==> config.mk <==
export PLATFORM = sky130hd
export DESIGN_NAME = flash_tester_top
export DESIGN_NICKNAME = d
export VERILOG_FILES = /design/src/verilog/flash_tester_pkg.sv /design/src/verilog/access_sequencer.sv /design/src/verilog/flash_cmd_port.sv /design/src/verilog/flash_tester_top.sv /design/src/verilog/init_sequencer.sv /design/src/verilog/mode_control.sv
export SDC_FILE = /design/constraint.sdc
export NUM_CORES = 1
export LEC_CHECK = 0
export BUFFER_PORTS_ARGS = -buffer_cell sky130_fd_sc_hd__buf_4
export CAP_MARGIN = 20
export CORE_AREA = 3 3 157 98
export CTS_BUF_LIST = sky130_fd_sc_hd__clkbuf_4 sky130_fd_sc_hd__clkbuf_8 sky130_fd_sc_hd__clkbuf_16
export DETAILED_ROUTE_END_ITERATION = 7
export DIE_AREA = 0 0 160 101
export PLACE_DENSITY = 0.65
export SLEW_MARGIN = 20
export SYNTH_ARGS = -nofsm -noshare
export SYNTH_HDL_FRONTEND = slang
export SYNTH_HIERARCHICAL = 1
export SYNTH_SLANG_ARGS = --single-unit
==> constraint.sdc <==
create_clock -name clock -period 3.95 [get_ports clock]
set_input_delay 0.395 -clock clock [delete_from_list [all_inputs] [get_ports clock]]
set_output_delay 0.395 -clock clock [all_outputs]
set_load 0.01 [all_outputs]
==> src/verilog/flash_tester_pkg.sv <==
`default_nettype none

package flash_tester_pkg;

   ////////////////////////////////////////
   // Flash command bus
   ////////////////////////////////////////

   localparam int ADDR_W = 23;                 // Word address of a 128 Mbit part
   localparam int DATA_W = 16;

   typedef logic [ADDR_W-1:0] flash_addr_t;
   typedef logic [DATA_W-1:0] flash_data_t;

   typedef enum logic [1:0]
   {
      FOP_IDLE  = 2'b00,
      FOP_READ  = 2'b01,
      FOP_WRITE = 2'b10
   } flash_op_t;

   ////////////////////////////////////////
   // Tester modes and status codes
   ////////////////////////////////////////

   typedef enum logic [1:0]
   {
      MODE_IDLE  = 2'd0,
      MODE_INIT  = 2'd1,
      MODE_WRITE = 2'd2,
      MODE_READ  = 2'd3
   } mode_t;

   typedef enum logic [3:0]
   {
      ST_RESET             = 4'h0,
      ST_READ_ID           = 4'h1,
      ST_CLEAR_LOCKS       = 4'h2,
      ST_ERASING           = 4'h3,
      ST_WRITING           = 4'h4,
      ST_READING           = 4'h5,
      ST_BAD_MANUFACTURER  = 4'h7,
      ST_BAD_SIZE          = 4'h8,
      ST_LOCK_BIT_ERROR    = 4'h9,
      ST_ERASE_BLOCK_ERROR = 4'hA,
      ST_WRITE_ERROR       = 4'hB
   } status_t;

   ////////////////////////////////////////
   // Flash command set
   ////////////////////////////////////////

   localparam flash_data_t CMD_READ_ID     = 16'h0090;
   localparam flash_data_t CMD_READ_ARRAY  = 16'h00FF;
   localparam flash_data_t CMD_CLEAR_LOCKS = 16'h0060;
   localparam flash_data_t CMD_CONFIRM     = 16'h00D0;   // Shared by lock clear and erase
   localparam flash_data_t CMD_ERASE       = 16'h0020;
   localparam flash_data_t CMD_PROGRAM     = 16'h0040;

   localparam flash_data_t ID_MANUFACTURER = 16'h0089;
   localparam flash_data_t ID_DEVICE_SIZE  = 16'h0018;   // 128 Mbit

   localparam flash_addr_t BLOCK_SIZE      = 23'h01_0000; // 64K words
   localparam flash_addr_t ERASE_LAST_ADDR = 23'h20_0000;
   localparam flash_addr_t LAST_ADDR       = 23'h7F_FFFF;

   localparam int SR_READY_BIT = 7;            // Internal write machine idle
   localparam int SR_ERR_HI    = 6;
   localparam int SR_ERR_LO    = 1;

endpackage

`default_nettype wire

==> src/verilog/access_sequencer.sv <==
`default_nettype none

module access_sequencer
(
   input  logic                          clock,
   input  logic                          reset,
   input  logic                          write_start,
   input  logic                          read_start,
   input  logic                          read_armed,
   input  logic                          erase_done,
   input  logic                          port_ready,
   input  flash_tester_pkg::flash_data_t datain,
   input  flash_tester_pkg::flash_addr_t addrin,
   input  flash_tester_pkg::flash_data_t frdata,
   output logic                          op_req,
   output flash_tester_pkg::flash_op_t   op_kind,
   output flash_tester_pkg::flash_addr_t op_addr,
   output flash_tester_pkg::flash_data_t op_wdata,
   output flash_tester_pkg::status_t     phase_code,
   output logic                          access_done,
   output logic                          seq_error,
   output flash_tester_pkg::status_t     err_code
);

   import flash_tester_pkg::*;

   typedef enum logic [2:0]
   {
      AS_IDLE, AS_PROG_CMD, AS_PROG_DATA, AS_PROG_POLL, AS_PROG_CHECK,
      AS_READ_CMD, AS_READ_WORD, AS_ERROR
   } access_state_t;

   access_state_t state;
   flash_addr_t   wptr;                          // Next word to program
   flash_data_t   data_q;
   logic [1:0]    cmd_kind;
   flash_data_t   cmd_wdata;
   flash_addr_t   cmd_addr;
   logic          sr_ready;
   logic          checking;
   logic          hold;
   logic          fail;

   assign sr_ready  = frdata[SR_READY_BIT];
   assign checking  = (state == AS_PROG_CHECK);
   assign hold      = checking && !sr_ready;
   assign fail      = port_ready && checking && sr_ready &&
                      ((|frdata[SR_ERR_HI:SR_ERR_LO]) || (wptr == LAST_ADDR));
   assign seq_error = (state == AS_ERROR);
   assign err_code  = seq_error ? ST_WRITE_ERROR : ST_RESET;

   always_comb
   begin
      case (state)
         AS_PROG_CMD:   {cmd_kind, cmd_wdata, cmd_addr} = {FOP_WRITE, CMD_PROGRAM, wptr};
         AS_PROG_DATA:  {cmd_kind, cmd_wdata, cmd_addr} = {FOP_WRITE, data_q, wptr};
         AS_PROG_POLL,
         AS_PROG_CHECK: {cmd_kind, cmd_wdata, cmd_addr} = {FOP_READ, 16'h0, wptr};
         AS_READ_CMD:   {cmd_kind, cmd_wdata, cmd_addr} = {FOP_WRITE, CMD_READ_ARRAY, 23'h0};
         AS_READ_WORD:  {cmd_kind, cmd_wdata, cmd_addr} = {FOP_READ, 16'h0, addrin};
         default:       {cmd_kind, cmd_wdata, cmd_addr} = {FOP_IDLE, 16'h0, 23'h0};
      endcase
   end

   assign op_req     = port_ready && (cmd_kind != FOP_IDLE) && !(checking && sr_ready);
   assign op_kind    = op_req ? flash_op_t'(cmd_kind) : FOP_IDLE;
   assign op_addr    = op_req ? cmd_addr : '0;
   assign op_wdata   = op_req ? cmd_wdata : '0;
   assign phase_code = (state inside {[AS_PROG_CMD:AS_PROG_CHECK]}) ? ST_WRITING :
                       (state inside {[AS_READ_CMD:AS_READ_WORD]}) ? ST_READING : ST_RESET;

   always_ff @(posedge clock)
   begin
      access_done <= 1'b0;
      if (reset)
      begin
         state <= AS_IDLE;
         wptr  <= '0;
      end
      else if (erase_done)
         wptr <= '0;                           // Fresh array after init
      else if (state == AS_IDLE)
      begin
         if (write_start)
         begin
            state  <= AS_PROG_CMD;
            data_q <= datain;
         end
         else if (read_start)
            state <= read_armed ? AS_READ_WORD : AS_READ_CMD;
      end
      else if (fail)
         state <= AS_ERROR;
      else if (port_ready && !hold && (state != AS_ERROR))
      begin
         if (checking)
         begin
            state       <= AS_IDLE;
            wptr        <= wptr + 1'b1;
            access_done <= 1'b1;
         end
         else if (state == AS_READ_WORD)
         begin
            state       <= AS_IDLE;            // Data shows up once port is ready
            access_done <= 1'b1;
         end
         else
            state <= access_state_t'(state + 1'b1);
      end
   end

endmodule

`default_nettype wire

==> src/verilog/flash_cmd_port.sv <==
`default_nettype none

module flash_cmd_port
(
   input  logic                          clock,
   input  logic                          reset,
   input  logic                          op_req,
   input  flash_tester_pkg::flash_op_t   op_kind,
   input  flash_tester_pkg::flash_addr_t op_addr,
   input  flash_tester_pkg::flash_data_t op_wdata,
   input  logic                          fbusy,
   output flash_tester_pkg::flash_op_t   fop,
   output flash_tester_pkg::flash_addr_t faddress,
   output flash_tester_pkg::flash_data_t fwdata,
   output logic                          port_ready
);

   import flash_tester_pkg::*;

   // Free only with the flash idle and nothing on the strobe
   assign port_ready = !fbusy && (fop == FOP_IDLE);

   ////////////////////////////////////////
   // One-cycle op strobe per request
   ////////////////////////////////////////

   always_ff @(posedge clock)
   begin
      if (reset)
         fop <= FOP_IDLE;
      else if (op_req)
         fop <= op_kind;
      else
         fop <= FOP_IDLE;
   end

   // Address and data hold after the strobe
   always_ff @(posedge clock)
   begin
      if (op_req)
      begin
         faddress <= op_addr;
         fwdata   <= op_wdata;
      end
   end

   a_op_handshake: assert property (@(posedge clock) disable iff (reset)
      op_req |-> port_ready);

endmodule

`default_nettype wire

==> src/verilog/flash_tester_top.sv <==
`default_nettype none

module flash_tester_top
(
   input  logic                          clock,
   input  logic                          reset,
   input  flash_tester_pkg::mode_t       mode,
   input  flash_tester_pkg::flash_data_t datain,
   input  flash_tester_pkg::flash_addr_t addrin,
   input  logic                          fbusy,
   input  flash_tester_pkg::flash_data_t frdata,
   output flash_tester_pkg::flash_op_t   fop,
   output flash_tester_pkg::flash_addr_t faddress,
   output flash_tester_pkg::flash_data_t fwdata,
   output logic                          busy,
   output flash_tester_pkg::status_t     status
);

   import flash_tester_pkg::*;

   logic        init_start;
   logic        write_start;
   logic        read_start;
   logic        read_armed;
   logic        init_done;
   logic        erase_done;
   logic        access_done;
   logic        port_ready;

   logic        init_req;
   flash_op_t   init_kind;
   flash_addr_t init_addr;
   flash_data_t init_wdata;
   status_t     init_phase;
   logic        init_error;
   status_t     init_err_code;

   logic        acc_req;
   flash_op_t   acc_kind;
   flash_addr_t acc_addr;
   flash_data_t acc_wdata;
   status_t     acc_phase;
   logic        acc_error;
   status_t     acc_err_code;

   logic        op_req;
   flash_op_t   op_kind;
   flash_addr_t op_addr;
   flash_data_t op_wdata;
   status_t     phase_code;
   logic        seq_error;
   status_t     err_code;

   // Idle sequencer drives all zeros, so OR merges the two
   assign op_req     = init_req | acc_req;
   assign op_kind    = flash_op_t'(init_kind | acc_kind);
   assign op_addr    = init_addr | acc_addr;
   assign op_wdata   = init_wdata | acc_wdata;
   assign phase_code = status_t'(init_phase | acc_phase);
   assign seq_error  = init_error | acc_error;
   assign err_code   = status_t'(init_err_code | acc_err_code);

   mode_control u_mode_control
   (
      .clock       (clock),
      .reset       (reset),
      .mode        (mode),
      .port_ready  (port_ready),
      .init_done   (init_done),
      .access_done (access_done),
      .seq_error   (seq_error),
      .err_code    (err_code),
      .phase_code  (phase_code),
      .init_start  (init_start),
      .write_start (write_start),
      .read_start  (read_start),
      .read_armed  (read_armed),
      .busy        (busy),
      .status      (status)
   );

   init_sequencer u_init_sequencer
   (
      .clock      (clock),
      .reset      (reset),
      .init_start (init_start),
      .port_ready (port_ready),
      .frdata     (frdata),
      .op_req     (init_req),
      .op_kind    (init_kind),
      .op_addr    (init_addr),
      .op_wdata   (init_wdata),
      .phase_code (init_phase),
      .init_done  (init_done),
      .erase_done (erase_done),
      .seq_error  (init_error),
      .err_code   (init_err_code)
   );

   access_sequencer u_access_sequencer
   (
      .clock       (clock),
      .reset       (reset),
      .write_start (write_start),
      .read_start  (read_start),
      .read_armed  (read_armed),
      .erase_done  (erase_done),
      .port_ready  (port_ready),
      .datain      (datain),
      .addrin      (addrin),
      .frdata      (frdata),
      .op_req      (acc_req),
      .op_kind     (acc_kind),
      .op_addr     (acc_addr),
      .op_wdata    (acc_wdata),
      .phase_code  (acc_phase),
      .access_done (access_done),
      .seq_error   (acc_error),
      .err_code    (acc_err_code)
   );

   flash_cmd_port u_flash_cmd_port
   (
      .clock      (clock),
      .reset      (reset),
      .op_req     (op_req),
      .op_kind    (op_kind),
      .op_addr    (op_addr),
      .op_wdata   (op_wdata),
      .fbusy      (fbusy),
      .fop        (fop),
      .faddress   (faddress),
      .fwdata     (fwdata),
      .port_ready (port_ready)
   );

endmodule

`default_nettype wire

==> src/verilog/init_sequencer.sv <==
`default_nettype none

module init_sequencer
(
   input  logic                          clock,
   input  logic                          reset,
   input  logic                          init_start,
   input  logic                          port_ready,
   input  flash_tester_pkg::flash_data_t frdata,
   output logic                          op_req,
   output flash_tester_pkg::flash_op_t   op_kind,
   output flash_tester_pkg::flash_addr_t op_addr,
   output flash_tester_pkg::flash_data_t op_wdata,
   output flash_tester_pkg::status_t     phase_code,
   output logic                          init_done,
   output logic                          erase_done,
   output logic                          seq_error,
   output flash_tester_pkg::status_t     err_code
);

   import flash_tester_pkg::*;

   // Most states simply step to the next one in this order
   typedef enum logic [3:0]
   {
      IS_IDLE, IS_ID_CMD, IS_ID_MFR, IS_ID_SIZE, IS_ARRAY,
      IS_LOCK_CMD, IS_LOCK_CONF, IS_LOCK_POLL, IS_LOCK_CHECK,
      IS_ERASE_CMD, IS_ERASE_CONF, IS_ERASE_POLL, IS_ERASE_CHECK,
      IS_ERROR
   } init_state_t;

   init_state_t state;
   flash_addr_t erase_addr;
   logic [1:0]  cmd_kind;
   flash_data_t cmd_wdata;
   flash_addr_t cmd_addr;
   logic        sr_ready;
   logic        sr_error;
   logic        poll_state;
   logic        erase_phase;
   logic        id_bad;
   logic        hold;
   logic        fail;

   assign sr_ready    = frdata[SR_READY_BIT];
   assign sr_error    = |frdata[SR_ERR_HI:SR_ERR_LO];
   assign poll_state  = (state == IS_LOCK_CHECK) || (state == IS_ERASE_CHECK);
   assign erase_phase = state inside {[IS_ERASE_CMD:IS_ERASE_CHECK]};
   assign id_bad      = ((state == IS_ID_SIZE) && (frdata != ID_MANUFACTURER)) ||
                        ((state == IS_ARRAY) && (frdata != ID_DEVICE_SIZE));
   assign hold        = poll_state && !sr_ready;      // Poll again while status is not ready
   assign fail        = port_ready && (id_bad || (poll_state && sr_ready && sr_error));
   assign seq_error   = (state == IS_ERROR);
   assign erase_done  = init_done;

   ////////////////////////////////////////
   // Op of each state
   ////////////////////////////////////////

   always_comb
   begin
      case (state)
         IS_ID_CMD:     {cmd_kind, cmd_wdata, cmd_addr} = {FOP_WRITE, CMD_READ_ID, 23'h0};
         IS_ID_MFR:     {cmd_kind, cmd_wdata, cmd_addr} = {FOP_READ, 16'h0, 23'h0};
         IS_ID_SIZE:    {cmd_kind, cmd_wdata, cmd_addr} = {FOP_READ, 16'h0, 23'h1};
         IS_ARRAY:      {cmd_kind, cmd_wdata, cmd_addr} = {FOP_WRITE, CMD_READ_ARRAY, 23'h0};
         IS_LOCK_CMD:   {cmd_kind, cmd_wdata, cmd_addr} = {FOP_WRITE, CMD_CLEAR_LOCKS, 23'h0};
         IS_LOCK_CONF:  {cmd_kind, cmd_wdata, cmd_addr} = {FOP_WRITE, CMD_CONFIRM, 23'h0};
         IS_LOCK_POLL,
         IS_LOCK_CHECK: {cmd_kind, cmd_wdata, cmd_addr} = {FOP_READ, 16'h0, 23'h0};
         IS_ERASE_CMD:  {cmd_kind, cmd_wdata, cmd_addr} = {FOP_WRITE, CMD_ERASE, erase_addr};
         IS_ERASE_CONF: {cmd_kind, cmd_wdata, cmd_addr} = {FOP_WRITE, CMD_CONFIRM, erase_addr};
         IS_ERASE_POLL,
         IS_ERASE_CHECK: {cmd_kind, cmd_wdata, cmd_addr} = {FOP_READ, 16'h0, erase_addr};
         default:       {cmd_kind, cmd_wdata, cmd_addr} = {FOP_IDLE, 16'h0, 23'h0};
      endcase
   end

   // Checks gate the op and outputs stay zero when not issuing
   assign op_req   = port_ready && (cmd_kind != FOP_IDLE) && !id_bad &&
                     !(poll_state && sr_ready);
   assign op_kind  = op_req ? flash_op_t'(cmd_kind) : FOP_IDLE;
   assign op_addr  = op_req ? cmd_addr : '0;
   assign op_wdata = op_req ? cmd_wdata : '0;

   always_comb
   begin
      if (state inside {[IS_ID_CMD:IS_ARRAY]})
         phase_code = ST_READ_ID;
      else if (state inside {[IS_LOCK_CMD:IS_LOCK_CHECK]})
         phase_code = ST_CLEAR_LOCKS;
      else if (erase_phase)
         phase_code = ST_ERASING;
      else
         phase_code = ST_RESET;
   end

   always_ff @(posedge clock)
   begin
      init_done <= 1'b0;
      if (reset)
      begin
         state    <= IS_IDLE;
         err_code <= ST_RESET;
      end
      else if (state == IS_IDLE)
      begin
         if (init_start)
         begin
            state      <= IS_ID_CMD;
            erase_addr <= '0;
         end
      end
      else if (fail)
      begin
         state <= IS_ERROR;
         case (state)
            IS_ID_SIZE:    err_code <= ST_BAD_MANUFACTURER;
            IS_ARRAY:      err_code <= ST_BAD_SIZE;
            IS_LOCK_CHECK: err_code <= ST_LOCK_BIT_ERROR;
            default:       err_code <= ST_ERASE_BLOCK_ERROR;
         endcase
      end
      else if (port_ready && !hold && (state != IS_ERROR))
      begin
         if (state != IS_ERASE_CHECK)
            state <= init_state_t'(state + 1'b1);
         else if (erase_addr != ERASE_LAST_ADDR)
         begin
            state      <= IS_ERASE_CMD;        // Next block
            erase_addr <= erase_addr + BLOCK_SIZE;
         end
         else
         begin
            state     <= IS_IDLE;
            init_done <= 1'b1;
         end
      end
   end

   a_erase_aligned: assert property (@(posedge clock) disable iff (reset)
      (op_req && erase_phase)
         |-> ((op_addr % BLOCK_SIZE) == '0) && (op_addr <= ERASE_LAST_ADDR));

endmodule

`default_nettype wire

==> src/verilog/mode_control.sv <==
`default_nettype none

module mode_control
(
   input  logic                      clock,
   input  logic                      reset,
   input  flash_tester_pkg::mode_t   mode,
   input  logic                      port_ready,
   input  logic                      init_done,
   input  logic                      access_done,
   input  logic                      seq_error,
   input  flash_tester_pkg::status_t err_code,
   input  flash_tester_pkg::status_t phase_code,
   output logic                      init_start,
   output logic                      write_start,
   output logic                      read_start,
   output logic                      read_armed,
   output logic                      busy,
   output flash_tester_pkg::status_t status
);

   import flash_tester_pkg::*;

   typedef enum logic [1:0]
   {
      MC_HOME,
      MC_ACTIVE,
      MC_HALT
   } mc_state_t;

   mc_state_t state;

   // Array mode already entered by an earlier read
   assign read_armed = (status == ST_READING);

   always_ff @(posedge clock)
   begin
      init_start  <= 1'b0;
      write_start <= 1'b0;
      read_start  <= 1'b0;
      if (reset)
      begin
         state  <= MC_HOME;
         busy   <= 1'b1;
         status <= ST_RESET;
      end
      else
      begin
         case (state)
            MC_HOME:
               if (port_ready)
               begin
                  busy  <= (mode != MODE_IDLE);
                  state <= (mode != MODE_IDLE) ? MC_ACTIVE : MC_HOME;
                  case (mode)
                     MODE_INIT:  init_start  <= 1'b1;
                     MODE_WRITE: write_start <= 1'b1;
                     MODE_READ:  read_start  <= 1'b1;
                     MODE_IDLE:  busy        <= 1'b0;
                  endcase
               end
            MC_ACTIVE:
               if (seq_error)
               begin
                  status <= err_code;          // Sticky until reset
                  state  <= MC_HALT;
               end
               else
               begin
                  if (phase_code != ST_RESET)
                     status <= phase_code;
                  if (init_done || access_done)
                     state <= MC_HOME;
               end
            default:
               state <= MC_HALT;               // Stopped with busy held high
         endcase
      end
   end

   a_single_start: assert property (@(posedge clock) disable iff (reset)
      $onehot0({init_start, write_start, read_start}));

endmodule

`default_nettype wire
Word level (Yosys, flattened, before mapping)

Cells that the tools add are included.

Bits in registers: 126
Output and inout bits: 46
Logic and storage cells: 213
Input bits: 60

Reductions and logical operators: 74
Equal/unequal tests: 38
$add $sub $neg: 4
Mux-type cells: 53
Bitwise logic cells: 17
$lt $le $gt $ge: 10

Operator list:

| cell                                             | number |
|---|---|
| two-way mux 23 bit                               | 8 |
| one-hot mux 23 bit (2 select lines)              | 2 |
| two-way mux 4 bit                                | 12 |
| one-hot mux 16 bit (3 select lines)              | 1 |
| one-hot mux 8 bit (5 select lines)               | 1 |
| logical AND 1 bit                                | 26 |
| == test 4 bit (second input constant)            | 6 |
| two-way mux 3 bit                                | 8 |
| adder 23 x 1 -> 23 bit (second input constant)   | 1 |
| adder 23 x 17 -> 23 bit (second input constant)  | 1 |
| == test 23 bit (second input constant)           | 1 |
| != test 23 x 22 -> 1 bit (second input constant) | 1 |
| OR 23 bit                                        | 1 |
| == test 4 x 3 -> 1 bit (second input constant)   | 5 |
| OR reduction 6 bit                               | 3 |
| two-way mux 16 bit                               | 1 |
| != test 16 x 5 -> 1 bit (second input constant)  | 1 |
| != test 16 x 8 -> 1 bit (second input constant)  | 1 |
| OR 16 bit                                        | 1 |
| two-way mux 2 bit                                | 7 |
| == test 3 bit (second input constant)            | 4 |
| one-hot mux 2 bit (2 select lines)               | 3 |
| one-hot mux 4 bit (3 select lines)               | 1 |
| nonzero test 2 bit                               | 6 |
| 42 further kinds                                 | 94 |

Longest topological paths before layout

Depth in word-level cells: 10
Gate-level depth with buffers: 11
Mapped depth without buffers: 10

By module

Netlist, hierarchy kept.

Modules (own cells, without submodules):

| module           | area each (µm²) | sequential area each (µm²) | instances | cells an instance |
|---|---|---|---|---|
| access_sequencer | 2573.7          | 1021.0                     | 1         | 311 |
| init_sequencer   | 1661.6          | 390.4                      | 1         | 211 |
| flash_cmd_port   | 1238.7          | 1211.2                     | 1         | 44 |
| mode_control     | 449.2           | 200.2                      | 1         | 45 |
| flash_tester_top | 319.1           | 0.0                        | 1         | 51 |

Least setup slack after synthesis

OpenSTA, ideal clock, no wires.

Kind: register to register
From: register u_access_sequencer.state[0]
To: register u_flash_cmd_port.faddress[0], enable pin
Buffers on the path: 1
Slack: 1.017 ns
Stages on the path, launching flop included: 9
Library setup time: 0.399 ns
Required time: 3.551 ns
Clock period less this slack: 2.933 ns
Data arrival time: 2.534 ns
Path through: dfxtp_1 -> inv_1 -> ha_1 -> nand3_2 -> nand2_1 -> a31o_2 -> clkbuf_1 -> inv_1 -> or2_1

Cells in the longest elaborated chain, start to end: 7
Elaborated cells on any way between the ends: 15
Those cells by class: eq/ne: 6; mux: 1; bitwise: 1; reduce/logical: 7

Ends and longest elaborated chain:

| element                                              | RTL line                | text |
|---|---|---|
| start, declared                                      | access_sequencer.sv:33  | `access_state_t state;` |
| start signal, assigned                               | access_sequencer.sv:90  | `state <= read_armed ? AS_READ_WORD : AS_READ_CMD;` |
| start signal, assigned                               | access_sequencer.sv:108 | `state <= access_state_t'(state + 1'b1);` |
| == test 3 x 2 -> 1 bit, or another cell as far along | access_sequencer.sv:54  | `case (state)` |
| OR reduction 3 bit (no line)                         | --                      |  |
| one-hot mux 2 bit (2 select lines)                   | access_sequencer.sv:54  |  |
| nonzero test 2 bit                                   | access_sequencer.sv:65  | `assign op_req = port_ready && (cmd_kind != FOP_IDLE) && !(checking && sr_ready);` |
| logical AND 1 bit                                    | access_sequencer.sv:65  |  |
| logical AND 1 bit *                                  | access_sequencer.sv:65  |  |
| via acc_req                                          | flash_tester_top.sv:38  | `logic acc_req;` |
| OR 1 bit *                                           | flash_tester_top.sv:55  | `assign op_req = init_req \| acc_req;` |
| via op_req                                           | flash_tester_top.sv:46  | `logic op_req;` |
| end signal, assigned                                 | flash_cmd_port.sv:42    | `faddress <= op_addr;` |
| end, declared                                        | flash_cmd_port.sv:13    | `output flash_tester_pkg::flash_addr_t faddress,` |

Mark *: on every way through the listed nets, which the timed path passes. The rest lies on a longest branch.
A chain may end at the register's enable or synchronous reset.

Final worst setup path

From: register u_access_sequencer.state[0]
To: register u_flash_cmd_port.faddress[18], enable pin

The elaborated chain is that of the path after synthesis.

==> metrics.cfg <==
[logic_synthesis]
async_flop_share=0
synth_edf_count=62
syn-cell-area_um2=6240
yosys_warnings=6
yosysSeqAreaShare=0.452
synth-main-ff-cell=edfxtp_1
synth_cells=662
synthDistinctLibCells=75
avgSynthCellArea_um2=9.43
synth-seq-cells=110

[setup_path]
cp_data_required_time_ns=3.92
cp_max_fo=41
end_kind=register
cp-start-kind=register
criticalPathCategory=register to register
critPathArrivalTime_ns=3.43
reg2regPathDepth=7

[drt]
drt_iter0_drc=346
vias=5148
route.detailed.drc=0
wirelength_mm=15.5
post_drt_wl_per_cell_um=16.3
first_pass_iters=5
routed_via_density=5.42
ant_nets=0

[timing]
final.period_utilization=0.875
fin_ws_ns=0.492
worst_pin_slew_ns=1.05
finalClockSkew_ns=0.0133
hold_viol_final=0
fin_tns_setup_ns=0
drv_slew=0
fin_crit_ns=3.46
setup_viol=0
slew_headroom=0.297
rsz0062_at_grt=no
fin_hold_ws_ns=0.208
clock.fmax_mhz=289

[status]
status=completed

[clock_tree]
clock_latency_ns=0.36
cts.clk_slew.worst_paths_ns=0.08
cts_resized=0
cts_made_buffers=9
postCtsSetupBuffers=0
clkSinkCount=110
cts_tree=built
cts_buffer_depth=2
hold_buffers=0
h-tree-depth=3
cts-root-buf=clkbuf_16

[job]
drv_cap=0

[pwr]
p_leak_nw=2.87
power.density_nw_per_um2=531
vdd_drop_max_uv=264

[placement]
gp_congestion=0.934
dp_slack_ns=0.503
io_buffer_count=105
placed_cell_area_um2=7010
place_hpwl_mm=11.4

[global_route]
grt_max_degree=42
grt_pass1_vias=4917
grt-ovfl-total=0
grt_antenna_before_repair=0
track_usage=0.192
grt_pass1_wl_mm=25.0

[floorplan]
start_util=0.439
die_h_um=101
core_area_um2=14200
die_w_um=160
io_pins=106
dieArea_um2=16200
core.rowCount=34

[final_layout]
drive_gt1_frac=0.203
final_area_um2=7320
finalNetCount=821
seq_area_um2=2820
multi_input_area_um2=3020
nFillCells=1317
num_antenna_cells=0
area_growth_pct=17.3

[hold_path]
hp-class=primary input to register
holdPathStages=2

[cells in the mapped netlist (all sizes together), types with 4 or more instances]
library cell  instances  area share
nand4                 9      0.0090
o21ai                20       0.016
o211ai                5      0.0060
or2                  53       0.053
nor3                 13       0.011
a22oi                24       0.029
dfxtp                48        0.15
nand3                19       0.016
nand2b                6      0.0060
or3                   8      0.0080
a211oi                4      0.0068
and2                 11       0.011
nor2                 76       0.046
or4                  11       0.014
a31o                  7      0.0098
a21oi                42       0.034
ha                   14       0.028
mux2i                 8       0.013
clkbuf               20       0.015
xor2                  7      0.0098
nor2b                 8       0.010
edfxtp               62        0.30
a31oi                 6      0.0060
nor4                  6      0.0094
nand2                43       0.026
inv                  21       0.013
and3                 15       0.015
o31ai                10       0.012
buf                  44       0.053
[logic make-up (layout without fill, tap and decap cells)]
group                    Yosys count  after routing  synth area share
AO/OA/AOI/OAI                    139            139             0.150
XOR/XNOR                           9              9            0.0126
adder cells (fa/ha/maj)           14             14            0.0281
buffers and inverters             85            149            0.0814
flip-flops                       110            110             0.452
multiplexers                       8              8            0.0128
other                              2             28           0.00120
AND/OR/NAND/NOR                  295            295             0.262
[metrics by stage]
step | utilization | cells | total power, mW
global placement | 0.493 | 934 | 2.92
floorplan | - | 688 | 2.42
detailed placement | 0.493 | 934 | 2.94
CTS | 0.515 | 950 | 3.93
finish | 0.515 | 950 | 3.89
global route | 0.515 | 950 | 4.12
[area by class of cell]
type,instances,area share
Clock buffer,9,0.0308
Clock inverter,7,0.0121
Inverter,21,0.0108
Multi-Input combinational cell,493,0.412
Sequential cell,110,0.385
Tap cell,198,0.0338
Timing Repair Buffer,112,0.115
[cell usage in the layout (no fill, tap or decap), types with 4 or more instances in the layout]
| master | instances |
|---|---|
| nand2b_1 | 6 |
| dfxtp_1 | 48 |
| or3_1 | 8 |
| o31ai_1 | 10 |
| nand3_1 | 18 |
| mux2i_1 | 8 |
| nor2_1 | 76 |
| inv_1 | 21 |
| nand2_1 | 43 |
| clkbuf_16 | 9 |
| a21oi_1 | 42 |
| a31oi_1 | 6 |
| edfxtp_1 | 62 |
| o21ai_0 | 17 |
| conb_1 | 28 |
| or2_1 | 50 |
| nand4_1 | 9 |
| nor2b_1 | 5 |
| or4_1 | 10 |
| nor4_1 | 4 |
| buf_4 | 112 |
| ha_1 | 14 |
| xor2_1 | 7 |
| and3_1 | 15 |
| nor3_1 | 10 |
| o211ai_1 | 5 |
| and2_1 | 10 |
| a22oi_1 | 24 |
| a31o_1 | 4 |
[routing by layer]
layer,up-vias,GRT usage,part of all wire
met3,21,0.0476,0.075
met4,0,0.0547,0.015
met1,2424,0.274,0.48
met5,-,0,0
met2,202,0.292,0.43
li1,2501,-,-
[state kept, by name (all words and copies together), names as in the netlist, 2 cells and up]
name / cells
u_access_sequencer/wptr: 23
u_flash_cmd_port/faddress: 23
u_access_sequencer/data_q: 16
u_flash_cmd_port/fwdata: 16
u_init_sequencer/erase_addr: 7
u_init_sequencer/err_code: 4
u_init_sequencer/state: 4
u_mode_control/status: 4
u_access_sequencer/state: 3
u_flash_cmd_port/fop: 2
u_mode_control/state: 2
[path summary, 6_finish.rpt]
path	start	to	slack, ns
setup / recovery	u_access_sequencer/state[0]	u_flash_cmd_port/faddress[18]	0.49
hold / removal	mode[0]	u_mode_control/write_start	0.21
setup reg to reg	u_access_sequencer/state[0]	u_flash_cmd_port/faddress[18]	0.49
hold reg to reg	u_init_sequencer/err_code[3]	u_init_sequencer/err_code[3]	0.47
[where the power goes]
| part | switching [mW] | internal [mW] | total, mW |
|---|---|---|---|
| Clock | 0.460 | 0.510 | 0.970 |
| Sequential | 0.123 | 1.49 | 1.61 |
| Combinational | 0.813 | 0.496 | 1.31 |
| Total | 1.40 | 2.49 | 3.89 |
[worst max-delay path, stage by stage (launching register included)]
cell and delay (ns):
dfxtp_1 0.39, inv_1 0.18, ha_1 0.19, nor2b_1 0.83, inv_1 0.11, a31o_2 0.48, inv_1 0.10, or2_2 0.79
Note: power is estimated with default switching activity, not from simulation.
